[src/verilog/rv_isa_pkg.sv]
// RV32I base instruction encodings: major opcodes, funct3 and funct7
// values, and the instruction word seen in each of the six formats.
package rv_isa_pkg;

  // ~~~~~~~~~~~~~~~~~~~~~~~~~~~~~~~~~~~~~~~~~~~~~~~~~~~~~~~~~~
  // Major opcodes
  // ~~~~~~~~~~~~~~~~~~~~~~~~~~~~~~~~~~~~~~~~~~~~~~~~~~~~~~~~~~
  localparam logic [6:0] opc_op       = 7'b0110011;
  localparam logic [6:0] opc_op_imm   = 7'b0010011;
  localparam logic [6:0] opc_lui      = 7'b0110111;
  localparam logic [6:0] opc_auipc    = 7'b0010111;
  localparam logic [6:0] opc_jal      = 7'b1101111;
  localparam logic [6:0] opc_jalr     = 7'b1100111;
  localparam logic [6:0] opc_branch   = 7'b1100011;
  localparam logic [6:0] opc_load     = 7'b0000011;
  localparam logic [6:0] opc_store    = 7'b0100011;
  localparam logic [6:0] opc_misc_mem = 7'b0001111;
  localparam logic [6:0] opc_system   = 7'b1110011;

  // ~~~~~~~~~~~~~~~~~~~~~~~~~~~~~~~~~~~~~~~~~~~~~~~~~~~~~~~~~~
  // funct3 and funct7 values
  // ~~~~~~~~~~~~~~~~~~~~~~~~~~~~~~~~~~~~~~~~~~~~~~~~~~~~~~~~~~
  // Shared by OP and OP-IMM.
  localparam logic [2:0] f3_add_sub = 3'b000;
  localparam logic [2:0] f3_sll     = 3'b001;
  localparam logic [2:0] f3_slt     = 3'b010;
  localparam logic [2:0] f3_sltu    = 3'b011;
  localparam logic [2:0] f3_xor     = 3'b100;
  localparam logic [2:0] f3_srl_sra = 3'b101;
  localparam logic [2:0] f3_or      = 3'b110;
  localparam logic [2:0] f3_and     = 3'b111;

  localparam logic [2:0] f3_beq  = 3'b000;
  localparam logic [2:0] f3_bne  = 3'b001;
  localparam logic [2:0] f3_blt  = 3'b100;
  localparam logic [2:0] f3_bge  = 3'b101;
  localparam logic [2:0] f3_bltu = 3'b110;
  localparam logic [2:0] f3_bgeu = 3'b111;

  localparam logic [2:0] f3_lb  = 3'b000;
  localparam logic [2:0] f3_lh  = 3'b001;
  localparam logic [2:0] f3_lw  = 3'b010;
  localparam logic [2:0] f3_lbu = 3'b100;
  localparam logic [2:0] f3_lhu = 3'b101;
  localparam logic [2:0] f3_sb  = 3'b000;
  localparam logic [2:0] f3_sh  = 3'b001;
  localparam logic [2:0] f3_sw  = 3'b010;

  localparam logic [2:0] f3_jalr  = 3'b000;
  localparam logic [2:0] f3_fence = 3'b000;

  localparam logic [6:0] f7_base = 7'h00;
  localparam logic [6:0] f7_alt  = 7'h20;

  // ~~~~~~~~~~~~~~~~~~~~~~~~~~~~~~~~~~~~~~~~~~~~~~~~~~~~~~~~~~
  // Instruction formats
  // ~~~~~~~~~~~~~~~~~~~~~~~~~~~~~~~~~~~~~~~~~~~~~~~~~~~~~~~~~~
  typedef struct packed {
    logic [6:0] funct7;
    logic [4:0] rs2;
    logic [4:0] rs1;
    logic [2:0] funct3;
    logic [4:0] rd;
    logic [6:0] opcode;
  } rv_r_fmt_t;

  typedef struct packed {
    logic [11:0] imm_11_0;
    logic [4:0]  rs1;
    logic [2:0]  funct3;
    logic [4:0]  rd;
    logic [6:0]  opcode;
  } rv_i_fmt_t;

  typedef struct packed {
    logic [6:0] imm_11_5;
    logic [4:0] rs2;
    logic [4:0] rs1;
    logic [2:0] funct3;
    logic [4:0] imm_4_0;
    logic [6:0] opcode;
  } rv_s_fmt_t;

  // The B and J forms scatter their immediate bits; bit 0 is implied.
  typedef struct packed {
    logic       imm_12;
    logic [5:0] imm_10_5;
    logic [4:0] rs2;
    logic [4:0] rs1;
    logic [2:0] funct3;
    logic [3:0] imm_4_1;
    logic       imm_11;
    logic [6:0] opcode;
  } rv_b_fmt_t;

  typedef struct packed {
    logic [19:0] imm_31_12;
    logic [4:0]  rd;
    logic [6:0]  opcode;
  } rv_u_fmt_t;

  typedef struct packed {
    logic       imm_20;
    logic [9:0] imm_10_1;
    logic       imm_11;
    logic [7:0] imm_19_12;
    logic [4:0] rd;
    logic [6:0] opcode;
  } rv_j_fmt_t;

  typedef union packed {
    rv_r_fmt_t r_fmt;
    rv_i_fmt_t i_fmt;
    rv_s_fmt_t s_fmt;
    rv_b_fmt_t b_fmt;
    rv_u_fmt_t u_fmt;
    rv_j_fmt_t j_fmt;
  } rv_instr_u;

endpackage : rv_isa_pkg

[src/verilog/id_pipe_pkg.sv]
// Decode pipeline types: operation enums and their widths, and the
// fetch, control and execute bundles.
package id_pipe_pkg;

  localparam int alu_op_width = 4;
  localparam int lsu_op_width = 4;
  localparam int br_op_width  = 4;

  // ~~~~~~~~~~~~~~~~~~~~~~~~~~~~~~~~~~~~~~~~~~~~~~~~~~~~~~~~~~
  // Operation encodings
  // ~~~~~~~~~~~~~~~~~~~~~~~~~~~~~~~~~~~~~~~~~~~~~~~~~~~~~~~~~~
  // pass_b forwards operand b unchanged, which is how LUI writes rd.
  typedef enum logic [alu_op_width-1:0] {
    alu_add,
    alu_sub,
    alu_sll,
    alu_slt,
    alu_sltu,
    alu_xor,
    alu_srl,
    alu_sra,
    alu_or,
    alu_and,
    alu_pass_b
  } alu_op_e;

  typedef enum logic [lsu_op_width-1:0] {
    lsu_lb,
    lsu_lh,
    lsu_lw,
    lsu_lbu,
    lsu_lhu,
    lsu_sb,
    lsu_sh,
    lsu_sw
  } lsu_op_e;

  // br_none must stay at zero so a reset bundle carries no branch.
  typedef enum logic [br_op_width-1:0] {
    br_none,
    br_beq,
    br_bne,
    br_blt,
    br_bge,
    br_bltu,
    br_bgeu,
    br_jal,
    br_jalr
  } br_op_e;

  // ~~~~~~~~~~~~~~~~~~~~~~~~~~~~~~~~~~~~~~~~~~~~~~~~~~~~~~~~~~
  // Bundles
  // ~~~~~~~~~~~~~~~~~~~~~~~~~~~~~~~~~~~~~~~~~~~~~~~~~~~~~~~~~~
  typedef struct packed {
    logic [31:0] instr;
    logic [31:1] pc;
    logic [4:0]  rd_addr;
    logic        comp;
    logic        br;
    logic        br_ataken;
    logic        illegal;
  } id_fetch_t;

  typedef struct packed {
    logic    alu;
    alu_op_e alu_op;
    logic    lsu;
    lsu_op_e lsu_op;
    br_op_e  br_op;
    logic    use_imm;
    logic    use_pc;
    logic    rd_en;
    logic    illegal;
  } id_ctl_t;

  typedef struct packed {
    logic [31:1] pc;
    logic        comp;
    logic        br;
    logic        br_ataken;
    logic        use_imm;
    logic        use_pc;
    logic [31:0] imm;
    logic        illegal;
    logic        alu;
    alu_op_e     alu_op;
    logic [4:0]  rd_addr;
    logic        lsu;
    lsu_op_e     lsu_op;
    br_op_e      br_op;
    logic        rd_en;
  } id_exec_t;

endpackage : id_pipe_pkg

[src/verilog/id_ctl_decode.sv]
// Control decoder for RV32I: ALU, load/store and branch operations,
// operand selects, register write enable and illegal detection.
module id_ctl_decode
  import rv_isa_pkg::*;
  import id_pipe_pkg::*;
(
  input  rv_instr_u instr,
  output id_ctl_t   ctl
);

  logic [6:0] opcode;
  logic [2:0] funct3;
  logic [6:0] funct7;
  logic       f7_is_base;
  logic       f7_is_alt;
  logic       bad;

  // OP and OP-IMM share one funct3 map; alt selects sub or sra.
  function automatic alu_op_e alu_from_f3(input logic [2:0] f3, input logic alt);
    alu_op_e op;
    case (f3)
      f3_add_sub: op = alt ? alu_sub : alu_add;
      f3_sll:     op = alu_sll;
      f3_slt:     op = alu_slt;
      f3_sltu:    op = alu_sltu;
      f3_xor:     op = alu_xor;
      f3_srl_sra: op = alt ? alu_sra : alu_srl;
      f3_or:      op = alu_or;
      default:    op = alu_and;
    endcase
    return op;
  endfunction

  assign opcode     = instr.r_fmt.opcode;
  assign funct3     = instr.r_fmt.funct3;
  assign funct7     = instr.r_fmt.funct7;
  assign f7_is_base = (funct7 == f7_base);
  assign f7_is_alt  = (funct7 == f7_alt);

  always_comb begin
    ctl = '0;
    bad = 1'b0;
    case (opcode)
      opc_op: begin
        ctl.alu    = 1'b1;
        ctl.rd_en  = 1'b1;
        ctl.alu_op = alu_from_f3(funct3, f7_is_alt);
        // Only add/sub and srl/sra have an alternate form.
        bad = !(f7_is_base ||
                (f7_is_alt && (funct3 == f3_add_sub || funct3 == f3_srl_sra)));
      end
      opc_op_imm: begin
        ctl.alu     = 1'b1;
        ctl.use_imm = 1'b1;
        ctl.rd_en   = 1'b1;
        ctl.alu_op  = alu_from_f3(funct3, f7_is_alt && (funct3 == f3_srl_sra));
        // Shift amounts are 5 bits, so the upper bits act as a funct7.
        if (funct3 == f3_sll) begin
          bad = !f7_is_base;
        end else if (funct3 == f3_srl_sra) begin
          bad = !(f7_is_base || f7_is_alt);
        end
      end
      opc_lui: begin
        ctl.alu     = 1'b1;
        ctl.use_imm = 1'b1;
        ctl.rd_en   = 1'b1;
        ctl.alu_op  = alu_pass_b;
      end
      opc_auipc: begin
        ctl.alu     = 1'b1;
        ctl.use_imm = 1'b1;
        ctl.use_pc  = 1'b1;
        ctl.rd_en   = 1'b1;
        ctl.alu_op  = alu_add;
      end
      opc_jal: begin
        ctl.alu     = 1'b1;
        ctl.use_imm = 1'b1;
        ctl.use_pc  = 1'b1;
        ctl.rd_en   = 1'b1;
        ctl.alu_op  = alu_add;
        ctl.br_op   = br_jal;
      end
      opc_jalr: begin
        ctl.alu     = 1'b1;
        ctl.use_imm = 1'b1;
        ctl.use_pc  = 1'b1;
        ctl.rd_en   = 1'b1;
        ctl.alu_op  = alu_add;
        ctl.br_op   = br_jalr;
        bad         = (funct3 != f3_jalr);
      end
      opc_branch: begin
        ctl.use_imm = 1'b1;
        case (funct3)
          f3_beq:  ctl.br_op = br_beq;
          f3_bne:  ctl.br_op = br_bne;
          f3_blt:  ctl.br_op = br_blt;
          f3_bge:  ctl.br_op = br_bge;
          f3_bltu: ctl.br_op = br_bltu;
          f3_bgeu: ctl.br_op = br_bgeu;
          default: bad = 1'b1;
        endcase
      end
      opc_load: begin
        ctl.lsu     = 1'b1;
        ctl.use_imm = 1'b1;
        ctl.rd_en   = 1'b1;
        case (funct3)
          f3_lb:   ctl.lsu_op = lsu_lb;
          f3_lh:   ctl.lsu_op = lsu_lh;
          f3_lw:   ctl.lsu_op = lsu_lw;
          f3_lbu:  ctl.lsu_op = lsu_lbu;
          f3_lhu:  ctl.lsu_op = lsu_lhu;
          default: bad = 1'b1;
        endcase
      end
      opc_store: begin
        ctl.lsu     = 1'b1;
        ctl.use_imm = 1'b1;
        case (funct3)
          f3_sb:   ctl.lsu_op = lsu_sb;
          f3_sh:   ctl.lsu_op = lsu_sh;
          f3_sw:   ctl.lsu_op = lsu_sw;
          default: bad = 1'b1;
        endcase
      end
      // FENCE is a no-op in an in-order core with a single memory port.
      opc_misc_mem: bad = (funct3 != f3_fence);
      // There is no CSR unit, so every SYSTEM word traps.
      opc_system:   bad = 1'b1;
      default:      bad = 1'b1;
    endcase

    if (bad) begin
      ctl         = '0;
      ctl.illegal = 1'b1;
    end
  end

endmodule : id_ctl_decode

[src/verilog/id_imm_gen.sv]
// Immediate generator: picks the format from the opcode and builds the
// sign-extended 32-bit immediate.
module id_imm_gen
  import rv_isa_pkg::*;
(
  input  rv_instr_u   instr,
  output logic [31:0] imm
);

  logic [31:0] imm_i;
  logic [31:0] imm_s;
  logic [31:0] imm_b;
  logic [31:0] imm_u;
  logic [31:0] imm_j;

  // ~~~~~~~~~~~~~~~~~~~~~~~~~~~~~~~~~~~~~~~~~~~~~~~~~~~~~~~~~~
  // Per-format assembly
  // ~~~~~~~~~~~~~~~~~~~~~~~~~~~~~~~~~~~~~~~~~~~~~~~~~~~~~~~~~~
  assign imm_i = {{20{instr.i_fmt.imm_11_0[11]}}, instr.i_fmt.imm_11_0};

  assign imm_s = {{20{instr.s_fmt.imm_11_5[6]}},
                  instr.s_fmt.imm_11_5,
                  instr.s_fmt.imm_4_0};

  assign imm_b = {{19{instr.b_fmt.imm_12}},
                  instr.b_fmt.imm_12,
                  instr.b_fmt.imm_11,
                  instr.b_fmt.imm_10_5,
                  instr.b_fmt.imm_4_1,
                  1'b0};

  assign imm_u = {instr.u_fmt.imm_31_12, 12'h000};

  assign imm_j = {{11{instr.j_fmt.imm_20}},
                  instr.j_fmt.imm_20,
                  instr.j_fmt.imm_19_12,
                  instr.j_fmt.imm_11,
                  instr.j_fmt.imm_10_1,
                  1'b0};

  // ~~~~~~~~~~~~~~~~~~~~~~~~~~~~~~~~~~~~~~~~~~~~~~~~~~~~~~~~~~
  // Format select
  // ~~~~~~~~~~~~~~~~~~~~~~~~~~~~~~~~~~~~~~~~~~~~~~~~~~~~~~~~~~
  // Opcodes without an immediate give zero, so exec sees a clean value.
  always_comb begin
    case (instr.r_fmt.opcode)
      opc_op_imm,
      opc_load,
      opc_jalr: begin
        imm = imm_i;
      end
      opc_store: begin
        imm = imm_s;
      end
      opc_branch: begin
        imm = imm_b;
      end
      opc_lui,
      opc_auipc: begin
        imm = imm_u;
      end
      opc_jal: begin
        imm = imm_j;
      end
      default: begin
        imm = '0;
      end
    endcase
  end

endmodule : id_imm_gen

[src/verilog/id_stage.sv]
// Second decode stage: control decoder and immediate generator side by
// side, illegal merge, flush, and the registered execute bundle.
module id_stage
  import id_pipe_pkg::*;
(
  input  logic      clk,
  input  logic      rst_n,
  input  logic      flush,
  input  id_fetch_t fetch,
  output id_exec_t  exec
);

  id_ctl_t     ctl;
  logic [31:0] imm;
  id_exec_t    exec_next;

  // Both blocks see the same word through its format views.
  id_ctl_decode u_ctl_decode (
    .instr(fetch.instr),
    .ctl  (ctl)
  );

  id_imm_gen u_imm_gen (
    .instr(fetch.instr),
    .imm  (imm)
  );

  // ~~~~~~~~~~~~~~~~~~~~~~~~~~~~~~~~~~~~~~~~~~~~~~~~~~~~~~~~~~
  // Bundle assembly
  // ~~~~~~~~~~~~~~~~~~~~~~~~~~~~~~~~~~~~~~~~~~~~~~~~~~~~~~~~~~
  always_comb begin
    exec_next.pc        = fetch.pc;
    exec_next.comp      = fetch.comp;
    exec_next.br        = fetch.br;
    exec_next.br_ataken = fetch.br_ataken;
    exec_next.rd_addr   = fetch.rd_addr;
    exec_next.use_imm   = ctl.use_imm;
    exec_next.use_pc    = ctl.use_pc;
    exec_next.imm       = imm;
    exec_next.alu       = ctl.alu;
    exec_next.alu_op    = ctl.alu_op;
    exec_next.lsu       = ctl.lsu;
    exec_next.lsu_op    = ctl.lsu_op;
    exec_next.br_op     = ctl.br_op;
    exec_next.rd_en     = ctl.rd_en;
    exec_next.illegal   = ctl.illegal | fetch.illegal;

    // A fetch fault means the word itself is garbage; nothing may execute.
    if (fetch.illegal) begin
      exec_next.alu   = 1'b0;
      exec_next.lsu   = 1'b0;
      exec_next.rd_en = 1'b0;
      exec_next.br_op = br_none;
    end

    // Flush turns the slot into a bubble; data fields are left as they are.
    if (flush) begin
      exec_next.alu       = 1'b0;
      exec_next.lsu       = 1'b0;
      exec_next.rd_en     = 1'b0;
      exec_next.br        = 1'b0;
      exec_next.br_ataken = 1'b0;
      exec_next.illegal   = 1'b0;
      exec_next.br_op     = br_none;
    end
  end

  // ~~~~~~~~~~~~~~~~~~~~~~~~~~~~~~~~~~~~~~~~~~~~~~~~~~~~~~~~~~
  // Execute register
  // ~~~~~~~~~~~~~~~~~~~~~~~~~~~~~~~~~~~~~~~~~~~~~~~~~~~~~~~~~~
  always_ff @(posedge clk or negedge rst_n) begin
    if (!rst_n) begin
      exec <= '0;
    end else begin
      exec <= exec_next;
    end
  end

endmodule : id_stage

[config.mk]
export PLATFORM = sky130hd
export DESIGN_NAME = id_stage
export DESIGN_NICKNAME = d
export VERILOG_FILES = /design/src/verilog/rv_isa_pkg.sv /design/src/verilog/id_pipe_pkg.sv /design/src/verilog/id_ctl_decode.sv /design/src/verilog/id_imm_gen.sv /design/src/verilog/id_stage.sv
export SDC_FILE = /design/constraint.sdc
export NUM_CORES = 1
export LEC_CHECK = 0
export ABC_AREA = 1
export BUFFER_PORTS_ARGS = -buffer_cell sky130_fd_sc_hd__buf_2
export CAP_MARGIN = 30
export CORE_MARGIN = 3
export CORE_UTILIZATION = 47
export CTS_BUF_LIST = sky130_fd_sc_hd__clkbuf_8
export DETAILED_ROUTE_END_ITERATION = 6
export PLACE_DENSITY = 0.88
export SLEW_MARGIN = 10
export SYNTH_ARGS = -nofsm -noshare
export SYNTH_HDL_FRONTEND = slang
export SYNTH_SLANG_ARGS = --single-unit
[constraint.sdc]
create_clock -name clk -period 0.8 [get_ports clk]
set_clock_uncertainty 0.2 [all_clocks]
set_input_delay 0.12 -clock clk [delete_from_list [all_inputs] [get_ports clk]]
set_output_delay 0.12 -clock clk [all_outputs]
set_load 0.02 [all_outputs]
==> results.toml, run 1 <==
[place]
io_buffers = 162
dp_hpwl_um = 7310
dp_worst_setup_slack_ps = -890
place_congestion = 0.837

[synthesis]
syn-instance-count = 295
synthAdderAreaFrac = 0
syn_area_per_cell_um2 = 10.9
post_synth_num_cell_types = 31
yosys.area_share.simple = 0.160
synth_seq_cells = 88
synthMuxAreaShare = 0
synth-seq-area-share = 0.686
yosys.area.top_type_share = 0.686
syn_area_um2 = 3210
synth_top_family_by_area = "simple AND/OR/NAND/NOR gates"
yosys_warnings = 0
synth_compound_area_frac = 0.0885
yosys.area.top_type = "dfrtp_1"
synth_xor_xnor_area_share = 0
syn_nets = 370
synthTopCellsByArea = "dfrtp_1 69%, nand2_1 5.5%, nor2_1 4.6%, inv_1 4.0%, o21ai_0 3.0%"

[cts]
cts.path.max_buffers = 2
cts_inserted_buffers = 9
numClockSinks = 88
root_buffer = "clkbuf_8"
ctsHtreeMaxLevel = 3

[die]
initial_core_util = 0.494
rows = 29
fp.dieH_um = 88.7
dieWidth_um = 88.7
io_pins = 164

[timing]
postGrtWorstEndpoint = "exec[15]$_DFF_PN0_/D"
endpoint_type = "register input"

[outcome]
lastStage = "global routing"
error = "[ERROR DPL-0038] Utilization greater than 100%, impossible to legalize"
status = "stopped before the end"

[grt]
grt_max_degree = 30
==> through the flow <==
| stage | cells | utilization | setup TNS [ps] | hold slack (ps) | instance area, µm² |
|---|---|---|---|---|---|
| after CTS | 645 | 0.960 | -47400 | -603 | 6230 |
| after detailed placement | 582 | 0.701 | -37670 | -219 | 4550 |
| after global placement | 582 | 0.701 | -34670 | -220 | 4550 |
| after floorplan | 295 | - | -21830 | -376 | 3280 |
==> repair_timing <==
action                                 4_1_cts
setup endpoints to repair                  137
pin swaps                                   49
hold buffers                                39
cloned                                       1
resized for setup                          319
endpoints found under the hold margin      167
setup buffers                                9
==> synth_stat cells, drive strengths merged <==
cell,instances
or2,2
o21ai,30
a21oi,9
dfrtp,88
o31ai,2
clkbuf,2
inv,39
o22ai,2
nand2,52
conb,1
nor2,42
buf,5
nand3,10
a31oi,1
a32o,1
o211ai,1
nor3,8
==> cells by family after synthesis <==
family	after synthesis
other cells	1
compound gates	46
flops	88
simple gates	114
buf+inv	46
==> run 2, diff against run 1 <==
--- a/config.mk
+++ b/config.mk
@@ -9,10 +9,9 @@
 export BUFFER_PORTS_ARGS = -buffer_cell sky130_fd_sc_hd__buf_2
 export CAP_MARGIN = 30
 export CORE_MARGIN = 3
-export CORE_UTILIZATION = 47
-export CTS_BUF_LIST = sky130_fd_sc_hd__clkbuf_8
+export CORE_UTILIZATION = 40
 export DETAILED_ROUTE_END_ITERATION = 6
-export PLACE_DENSITY = 0.88
+export PLACE_DENSITY_LB_ADDON = 0.15
 export SLEW_MARGIN = 10
 export SYNTH_ARGS = -nofsm -noshare
 export SYNTH_HDL_FRONTEND = slang
==> run 2 against run 1 <==
Compared with the run above: the flow now finishes, with violations (hold timing, setup timing); area after synthesis is the same; synthesized cell count is the same.
==> results.toml, run 2 <==
[timing]
hold_viol = 41
min_period_ps = 1230
finalCritPeriodShare = 1.54
final.setup.tns_ps = -48850
worst_slack_ps = -431
holdWs_ps = -240
rsz0062_at_grt = "yes"
timing.fmax_mhz = 813
slew_viol_final = 0
setup_viol = 137

[setup_path]
endpoint_kind = "output port"
critPathSlowestCell = "dfrtp_1"
crit_family = "flip-flops"
path_max_fanout = 1
worstSetupStartpointType = "flip-flop"
critical_path_class = "reg2out"
cp.buffers_inverters = 1
worstPathRequired_ps = 480
slowest_delay_ps = 420
cp_cell_sequence = "buf_6"
arrival_ps = 910

[pwr]
combPwrFrac = 0.175
clkPwrFrac = 0.354
p_leak_nw = 3.40
p_sw_mw = 2.64
intPower_mw = 7.26
power_per_cell_area_nw_per_um2 = 1490
power.share.sequential = 0.471
peakVddDrop_uv = 1190
swShare = 0.267

[synthesis]
synth.most_common_cell = "dfrtp_1"
async_flop_share = 1.00
synthTopCellsByArea = "dfrtp_1 69%, nand2_1 5.5%, nor2_1 4.6%, inv_1 4.0%, o21ai_0 3.0%"
synth_edf_count = 0
yosys_warnings = 0
syn_nets = 370
synth_common_cells = "88 x dfrtp_1, 47 x nand2_1, 39 x nor2_1"
syn_area_um2 = 3210
syn_area_per_cell_um2 = 10.9
syn-instance-count = 295
synth-seq-area-share = 0.686
synth-main-ff-cell = "dfrtp_1"
yosys.area.top_type = "dfrtp_1"
yosys.area.top_type_share = 0.686
post_synth_num_cell_types = 31
synth_seq_cells = 88

[die]
dieWidth_um = 95.6
die-area_um2 = 9140
io_pins = 164
fp.dieH_um = 95.6
rows = 32
core-area_um2 = 7770
initial_core_util = 0.413

[place]
place_congestion = 0.853
dp_hpwl_um = 6850
io_buffers = 162
dp_cells = 608
dp_worst_setup_slack_ps = -902

[drt]
vias = 3250
route.top_layer_used = "met4"
m1WireLength_um = 4180
drt_iter0_drc = 70
drc = 0
drtAntennaViolNets = 0
firstDrtPassIters = 4
avgViaCountPerCell = 4.81
avgRoutedWirePerCell_um = 17.9
dr_wl_met3_um = 851
wl_um = 12100
met2_length_um = 6750

[grt]
antenna_found_initial = 0
grt_pass1_vias = 3460
grt_max_degree = 25
grt_first_pass_wirelength_um = 17700
grt_overflow = 0
grt_usage = 0.259

[cts]
root_buffer = "clkbuf_8"
cts_tree = "done"
cts_inserted_buffers = 9
ctsHtreeMaxLevel = 3
path_clk_slew_ps = 100
numClockSinks = 88
cts.path.max_buffers = 2
ctsHoldBuffers = 40

[worst_hold_path]
hold_start = "flush"
min-delay-path-class = "in2reg"
holdPathEnd = "exec[56]$_DFF_PN0_"
worstHoldPathCells = 2

[finish]
num-nets-final = 643
area_growth_pct = 106
top_register = "exec"
layout_common_cells = "116 x buf_6, 88 x dfrtp_1, 59 x buf_2, 44 x buf_4, 38 x dlygate4sd3_1"
antennaDiodeCount = 0
top_regs = "exec: 88 flops"
drive_above_1_share = 0.640
final_cells = 675
final_common_cell = "buf_6"
utilization = 0.853
largest_reg_flops = 88

[outcome]
status = "finished, violations left"
violations = "hold timing, setup timing"

[flow_run]
max_cap_viol_count = 0
[run 2: cell counts after synthesis]
Identical to the previous run, type by type.
[run 2: final cells by class]
type | count | area (µm²)
Timing Repair Buffer | 269 | 2540
Clock inverter | 7 | 101
Clock buffer | 9 | 124
Fill cell | 376 | 1140
Tap cell | 102 | 128
Inverter | 39 | 193
Sequential cell | 88 | 2200
Multi-Input combinational cell | 161 | 1340
[run 2: power groups by stage]
stage	combinational [mW]	sequential [mW]	clock [mW]
after floorplan	0.244	4.90	0
after global placement	1.05	4.70	0
after detailed placement	1.06	4.70	0
after CTS	1.59	4.65	3.49
after global routing	1.84	4.67	3.77
final	1.73	4.66	3.50
[run 2: worst max-delay path by stage]
stage,slack (ps),to,depth (start not counted),from
6_report,-430,exec[57],1,exec[57]$_DFF_PN0_
5_1_grt,-470,exec[41]$_DFF_PN0_,10,fetch[42]
4_1_cts,-420,exec[57],1,exec[57]$_DFF_PN0_
3_5_place_dp,-900,exec[9]$_DFF_PN0_,11,fetch[43]
3_3_place_gp,-840,exec[20]$_DFF_PN0_,12,fetch[43]
2_1_floorplan,-650,exec[41]$_DFF_PN0_,10,fetch[41]
[run 2: per-layer routing]
| layer | track usage | vias up |
|---|---|---|
| li1 | - | 1473 |
| met1 | 0.279 | 1603 |
| met2 | 0.494 | 144 |
| met3 | 0.0592 | 30 |
| met4 | 0.0806 | 0 |
| met5 | 0 | - |
[run 2: what timing repair did]
action	CTS	global route
pin swaps	44	27
setup endpoints to repair	137	139
resized for setup	326	60
hold endpoints to repair	169	41
setup buffers	13	9
[run 2: per-stage QoR]
stage	total power, mW	area, µm²
floorplan	5.14	3280
global placement	5.75	4630
detailed placement	5.76	4630
CTS	9.73	6410
global route	10.3	6630
finish	9.90	6630
[run 2: cells by family (layout without fill, tap and decap cells)]
group,count (synthesis),count (layout),synth area share
buffers and inverters,46,324,0.0643
and+or+nand+nor,114,114,0.160
DFF,88,88,0.686
other,1,1,0.00117
AOI/OAI and AO/OA,46,46,0.0885
Note: power is estimated with default switching activity, not from simulation.
==> run 3, diff against run 2 <==
--- a/config.mk
+++ b/config.mk
@@ -6,8 +6,9 @@
 export NUM_CORES = 1
 export LEC_CHECK = 0
 export ABC_AREA = 1
-export BUFFER_PORTS_ARGS = -buffer_cell sky130_fd_sc_hd__buf_2
+export BUFFER_PORTS_ARGS = -buffer_cell sky130_fd_sc_hd__clkbuf_2
 export CAP_MARGIN = 30
+export CORE_ASPECT_RATIO = 0.5
 export CORE_MARGIN = 3
 export CORE_UTILIZATION = 40
 export DETAILED_ROUTE_END_ITERATION = 6
==> run 3 against run 2 <==
Compared with the run above: the run still ends with hold timing, setup timing left; die area increased by 0.71%; final area shrank 1.0%; sequential power about the same; combinational power fell by 4%; critical path depth is 9 higher; highest routed layer unchanged.
==> results.toml, run 3 (synthesis results as in run 2) <==
[drt]
firstDrtPassIters = 4
vias = 3100
met2_length_um = 6120
wl_um = 10800
avgViaCountPerCell = 4.58
drt_iter0_drc = 126
avgRoutedWirePerCell_um = 16.0
dr_wl_met3_um = 471
m1WireLength_um = 4090
route.top_layer_used = "met4"
drc = 0
drtAntennaViolNets = 0

[cts]
numClockSinks = 88
cts_tree = "done"
path_clk_slew_ps = 70
ctsHoldBuffers = 39
root_buffer = "clkbuf_16"
cts_inserted_buffers = 9
cts.path.max_buffers = 2
ctsHtreeMaxLevel = 3

[setup_path]
arrival_ps = 1290
worstSetupStartpointType = "primary input"
worstPathRequired_ps = 860
path_max_fanout = 9
endpoint_kind = "flip-flop"
critical_path_class = "in2reg"

[grt]
grt_pass1_vias = 3119
grt_usage = 0.210
antenna_found_initial = 0
grt_overflow = 0
grt_max_degree = 37
grt_first_pass_wirelength_um = 15300

[outcome]
status = "finished, violations left"
violations = "hold timing, setup timing"

[finish]
top_register = "exec"
top_regs = "exec: 88 flops"
antennaDiodeCount = 0
area_growth_pct = 104
largest_reg_flops = 88
utilization = 0.870
final_cells = 677
final_area_um2 = 6560
final_common_cell = "buf_6"
drive_above_1_share = 0.619
layout_common_cells = "102 x buf_6, 88 x dfrtp_1, 61 x clkbuf_2, 49 x buf_4, 39 x dlygate4sd3_1"
num-nets-final = 639
fill_cells = 348

[worst_hold_path]
worstHoldPathCells = 3
min-delay-path-class = "in2reg"

[place]
dp_hpwl_um = 6560
placed_area_um2 = 4650
dp_worst_setup_slack_ps = -824
dp_cells = 616
io_buffers = 162
place_congestion = 0.918

[timing]
slew_viol_final = 0
rsz0062_at_grt = "yes"
hold_viol = 36
min_period_ps = 1220
finalCritPeriodShare = 1.53
setup_viol = 137
holdWs_ps = -215
final.setup.tns_ps = -47060
timing.fmax_mhz = 818
worst_slack_ps = -423

[pwr]
intPower_mw = 8.05
swShare = 0.244
p_sw_mw = 2.59
combPwrFrac = 0.156
power.share.sequential = 0.438
power_per_cell_area_nw_per_um2 = 1620
peakVddDrop_uv = 1230
power_mw = 10.6
clkPwrFrac = 0.406
p_leak_nw = 3.32

[die]
fp.dieH_um = 69.4
initial_core_util = 0.426
core-area_um2 = 7540
io_pins = 164
die-area_um2 = 9200
dieWidth_um = 133
rows = 22

[flow_run]
max_cap_viol_count = 0
## run 3: critical path, cell delays in order
cell,delay (ps)
clkbuf_16,130
nor2_4,160
nand2_8,90
nor2_4,120
inv_4,60
nand3_4,80
nor3_4,50
or2_4,260
buf_12,150
o21ai_2,60
## run 3: power by group through the flow
| stage | Clock [mW] | Sequential, mW | Combinational, mW |
|---|---|---|---|
| after CTS | 4.36 | 4.63 | 1.37 |
| after global placement | 0 | 4.70 | 1.05 |
| after detailed placement | 0 | 4.71 | 1.06 |
| final | 4.32 | 4.66 | 1.66 |
| after global routing | 4.57 | 4.67 | 1.76 |
| after floorplan | 0 | 4.90 | 0.244 |
## run 3: final cells by class
type	count	area, µm²	share of cell area
clock buffer	11	253	0.0385
tap	108	135	0.0206
sequential	88	2200	0.336
multi-input combinational	161	1260	0.192
clock inverter	5	62.6	0.00954
timing repair buffer	265	2470	0.376
inverter	39	178	0.0271
## run 3: path summary, 6_finish.rpt
check / endpoint / from / slack (ps)
worst max-delay path: exec[48]$_DFF_PN0_ / fetch[43] / -420
min in group asynchronous: exec[27]$_DFF_PN0_ / rst_n / 130
max in group asynchronous: exec[7]$_DFF_PN0_ / rst_n / 50
worst min-delay path: exec[56]$_DFF_PN0_ / fetch[2] / -210
## run 3: timing repair
item                                   in CTS  in global routing
gates cloned                                1                  0
setup endpoints to repair                 137                138
pin swaps                                  18                 33
endpoints found under the hold margin     167                 32
gates resized for setup                    98                326
buffers inserted                            3                  5
## run 3: routing by layer
layer | GRT usage | vias to the layer above
li1 | - | 1469
met1 | 0.251 | 1531
met2 | 0.380 | 85
met3 | 0.0565 | 15
met4 | 0.0518 | 0
met5 | 0 | -
==> run 4, diff against run 3 <==
--- a/config.mk
+++ b/config.mk
@@ -13,6 +13,7 @@
 export CORE_UTILIZATION = 40
 export DETAILED_ROUTE_END_ITERATION = 6
 export PLACE_DENSITY_LB_ADDON = 0.15
+export SKIP_CTS_REPAIR_TIMING = 1
 export SLEW_MARGIN = 10
 export SYNTH_ARGS = -nofsm -noshare
 export SYNTH_HDL_FRONTEND = slang
==> run 4 against run 3 <==
Compared with the run above: the flow still finishes with violations (hold timing, setup timing); power is 0.30% lower; global-route usage is 2.8 points lower; sequential power hardly changed; non-clock buffer count is 5 lower; critical path type unchanged; highest routed layer unchanged.
==> results.toml, run 4 (synthesis results as in run 2) <==
[outcome]
status = "finished, violations left"
violations = "hold timing, setup timing"

[grt]
grt_overflow = 0
grt_pass1_vias = 2797
grt_first_pass_wirelength_um = 13200
grt_usage = 0.182
grt_max_degree = 37
antenna_found_initial = 0

[drt]
vias = 3105
drt_iter0_drc = 104
wl_um = 11600
drtAntennaViolNets = 0
avgRoutedWirePerCell_um = 17.2
drc = 0
firstDrtPassIters = 4
avgViaCountPerCell = 4.62

[finish]
final_common_cell = "buf_6"
drive_above_1_share = 0.598
layout_common_cells = "100 x buf_6, 88 x dfrtp_1, 62 x clkbuf_2, 44 x buf_4, 38 x dlygate4sd3_1"
fill_cells = 385
largest_reg_flops = 88
num-nets-final = 634
antennaDiodeCount = 0
top_register = "exec"
area_growth_pct = 101
top_regs = "exec: 88 flops"

[setup_path]
endpoint_kind = "flip-flop"
critPathSlowestCell = "buf_12"
path_max_fanout = 6
arrival_ps = 1310
worstPathRequired_ps = 820
cp.buffers_inverters = 4
cpMostUsedCell = "nand2_2"
critical_path_class = "in2reg"
slowest_delay_ps = 170
crit_family = "simple AND/OR/NAND/NOR gates"
worstSetupStartpointType = "primary input"
cp_cell_sequence = "buf_6 -> inv_4 -> nand3_4 -> inv_2 -> nand2_4 -> nand2_2 -> nand2_1 -> nand2_2 -> nor2_2 -> nand3_2 -> buf_12 -> nor2_4 -> nor2_1"

[timing]
finalCritPeriodShare = 1.60
worst_slack_ps = -483
timing.fmax_mhz = 779
min_period_ps = 1280
slew_viol_final = 0
rsz0062_at_grt = "yes"
holdWs_ps = -229
hold_viol = 34
final.setup.tns_ps = -48740
setup_viol = 137

[die]
dieWidth_um = 133
die-area_um2 = 9200
io_pins = 164
fp.dieH_um = 69.4
initial_core_util = 0.426
core-area_um2 = 7540
rows = 22

[place]
place_congestion = 0.918
io_buffers = 162
dp_worst_setup_slack_ps = -824
dp_hpwl_um = 6560

[cts]
cts_inserted_buffers = 9
path_clk_slew_ps = 60
root_buffer = "clkbuf_16"
cts_tree = "done"
ctsHtreeMaxLevel = 3
numClockSinks = 88
cts.path.max_buffers = 2

[pwr]
p_leak_nw = 3.29
peakVddDrop_uv = 1170
power_mw = 10.6
power_per_cell_area_nw_per_um2 = 1640

[flow_run]
max_cap_viol_count = 0

[worst_hold_path]
min-delay-path-class = "in2reg"
run 4: layout make-up:
type	instances	area [µm²]	area share
Timing Repair Buffer	260	2430	0.377
Sequential cell	88	2200	0.341
Multi-Input combinational cell	161	1190	0.185
Clock buffer	11	253	0.0392
Inverter	39	173	0.0268
Tap cell	108	135	0.0210
Clock inverter	5	62.6	0.00970
run 4: layer usage:
metal / vias to the layer above / track usage / routed length (µm)
li1: 1451 / - / -
met1: 1526 / 0.219 / 4370
met2: 107 / 0.326 / 6450
met3: 21 / 0.0486 / 499
met4: 0 / 0.0461 / 235
met5: - / 0 / 0
run 4: metrics by stage:
stage / cells / utilization / area [µm²]
after floorplan: 295 / - / 3280
after global placement: 616 / 0.617 / 4650
after detailed placement: 616 / 0.617 / 4650
after CTS: 632 / 0.659 / 4970
after global routing: 672 / 0.855 / 6450
final: 672 / 0.855 / 6450
run 4: worst paths after layout:
kind / start / end / slack, ps / cells past startpoint
worst max-delay path: fetch[44] / exec[20]$_DFF_PN0_ / -480 / 13
worst min-delay path: fetch[1] / exec[55]$_DFF_PN0_ / -230 / 3
max in group asynchronous: rst_n / exec[56]$_DFF_PN0_ / 50 / 3
min in group asynchronous: rst_n / exec[44]$_DFF_PN0_ / 120 / 3
run 4: where the power goes:
part	switching [mW]	internal [mW]	total [mW]
clock network	1.69	2.61	4.30
registers	0.0765	4.59	4.67
logic	0.809	0.827	1.64
total	2.58	8.03	10.6
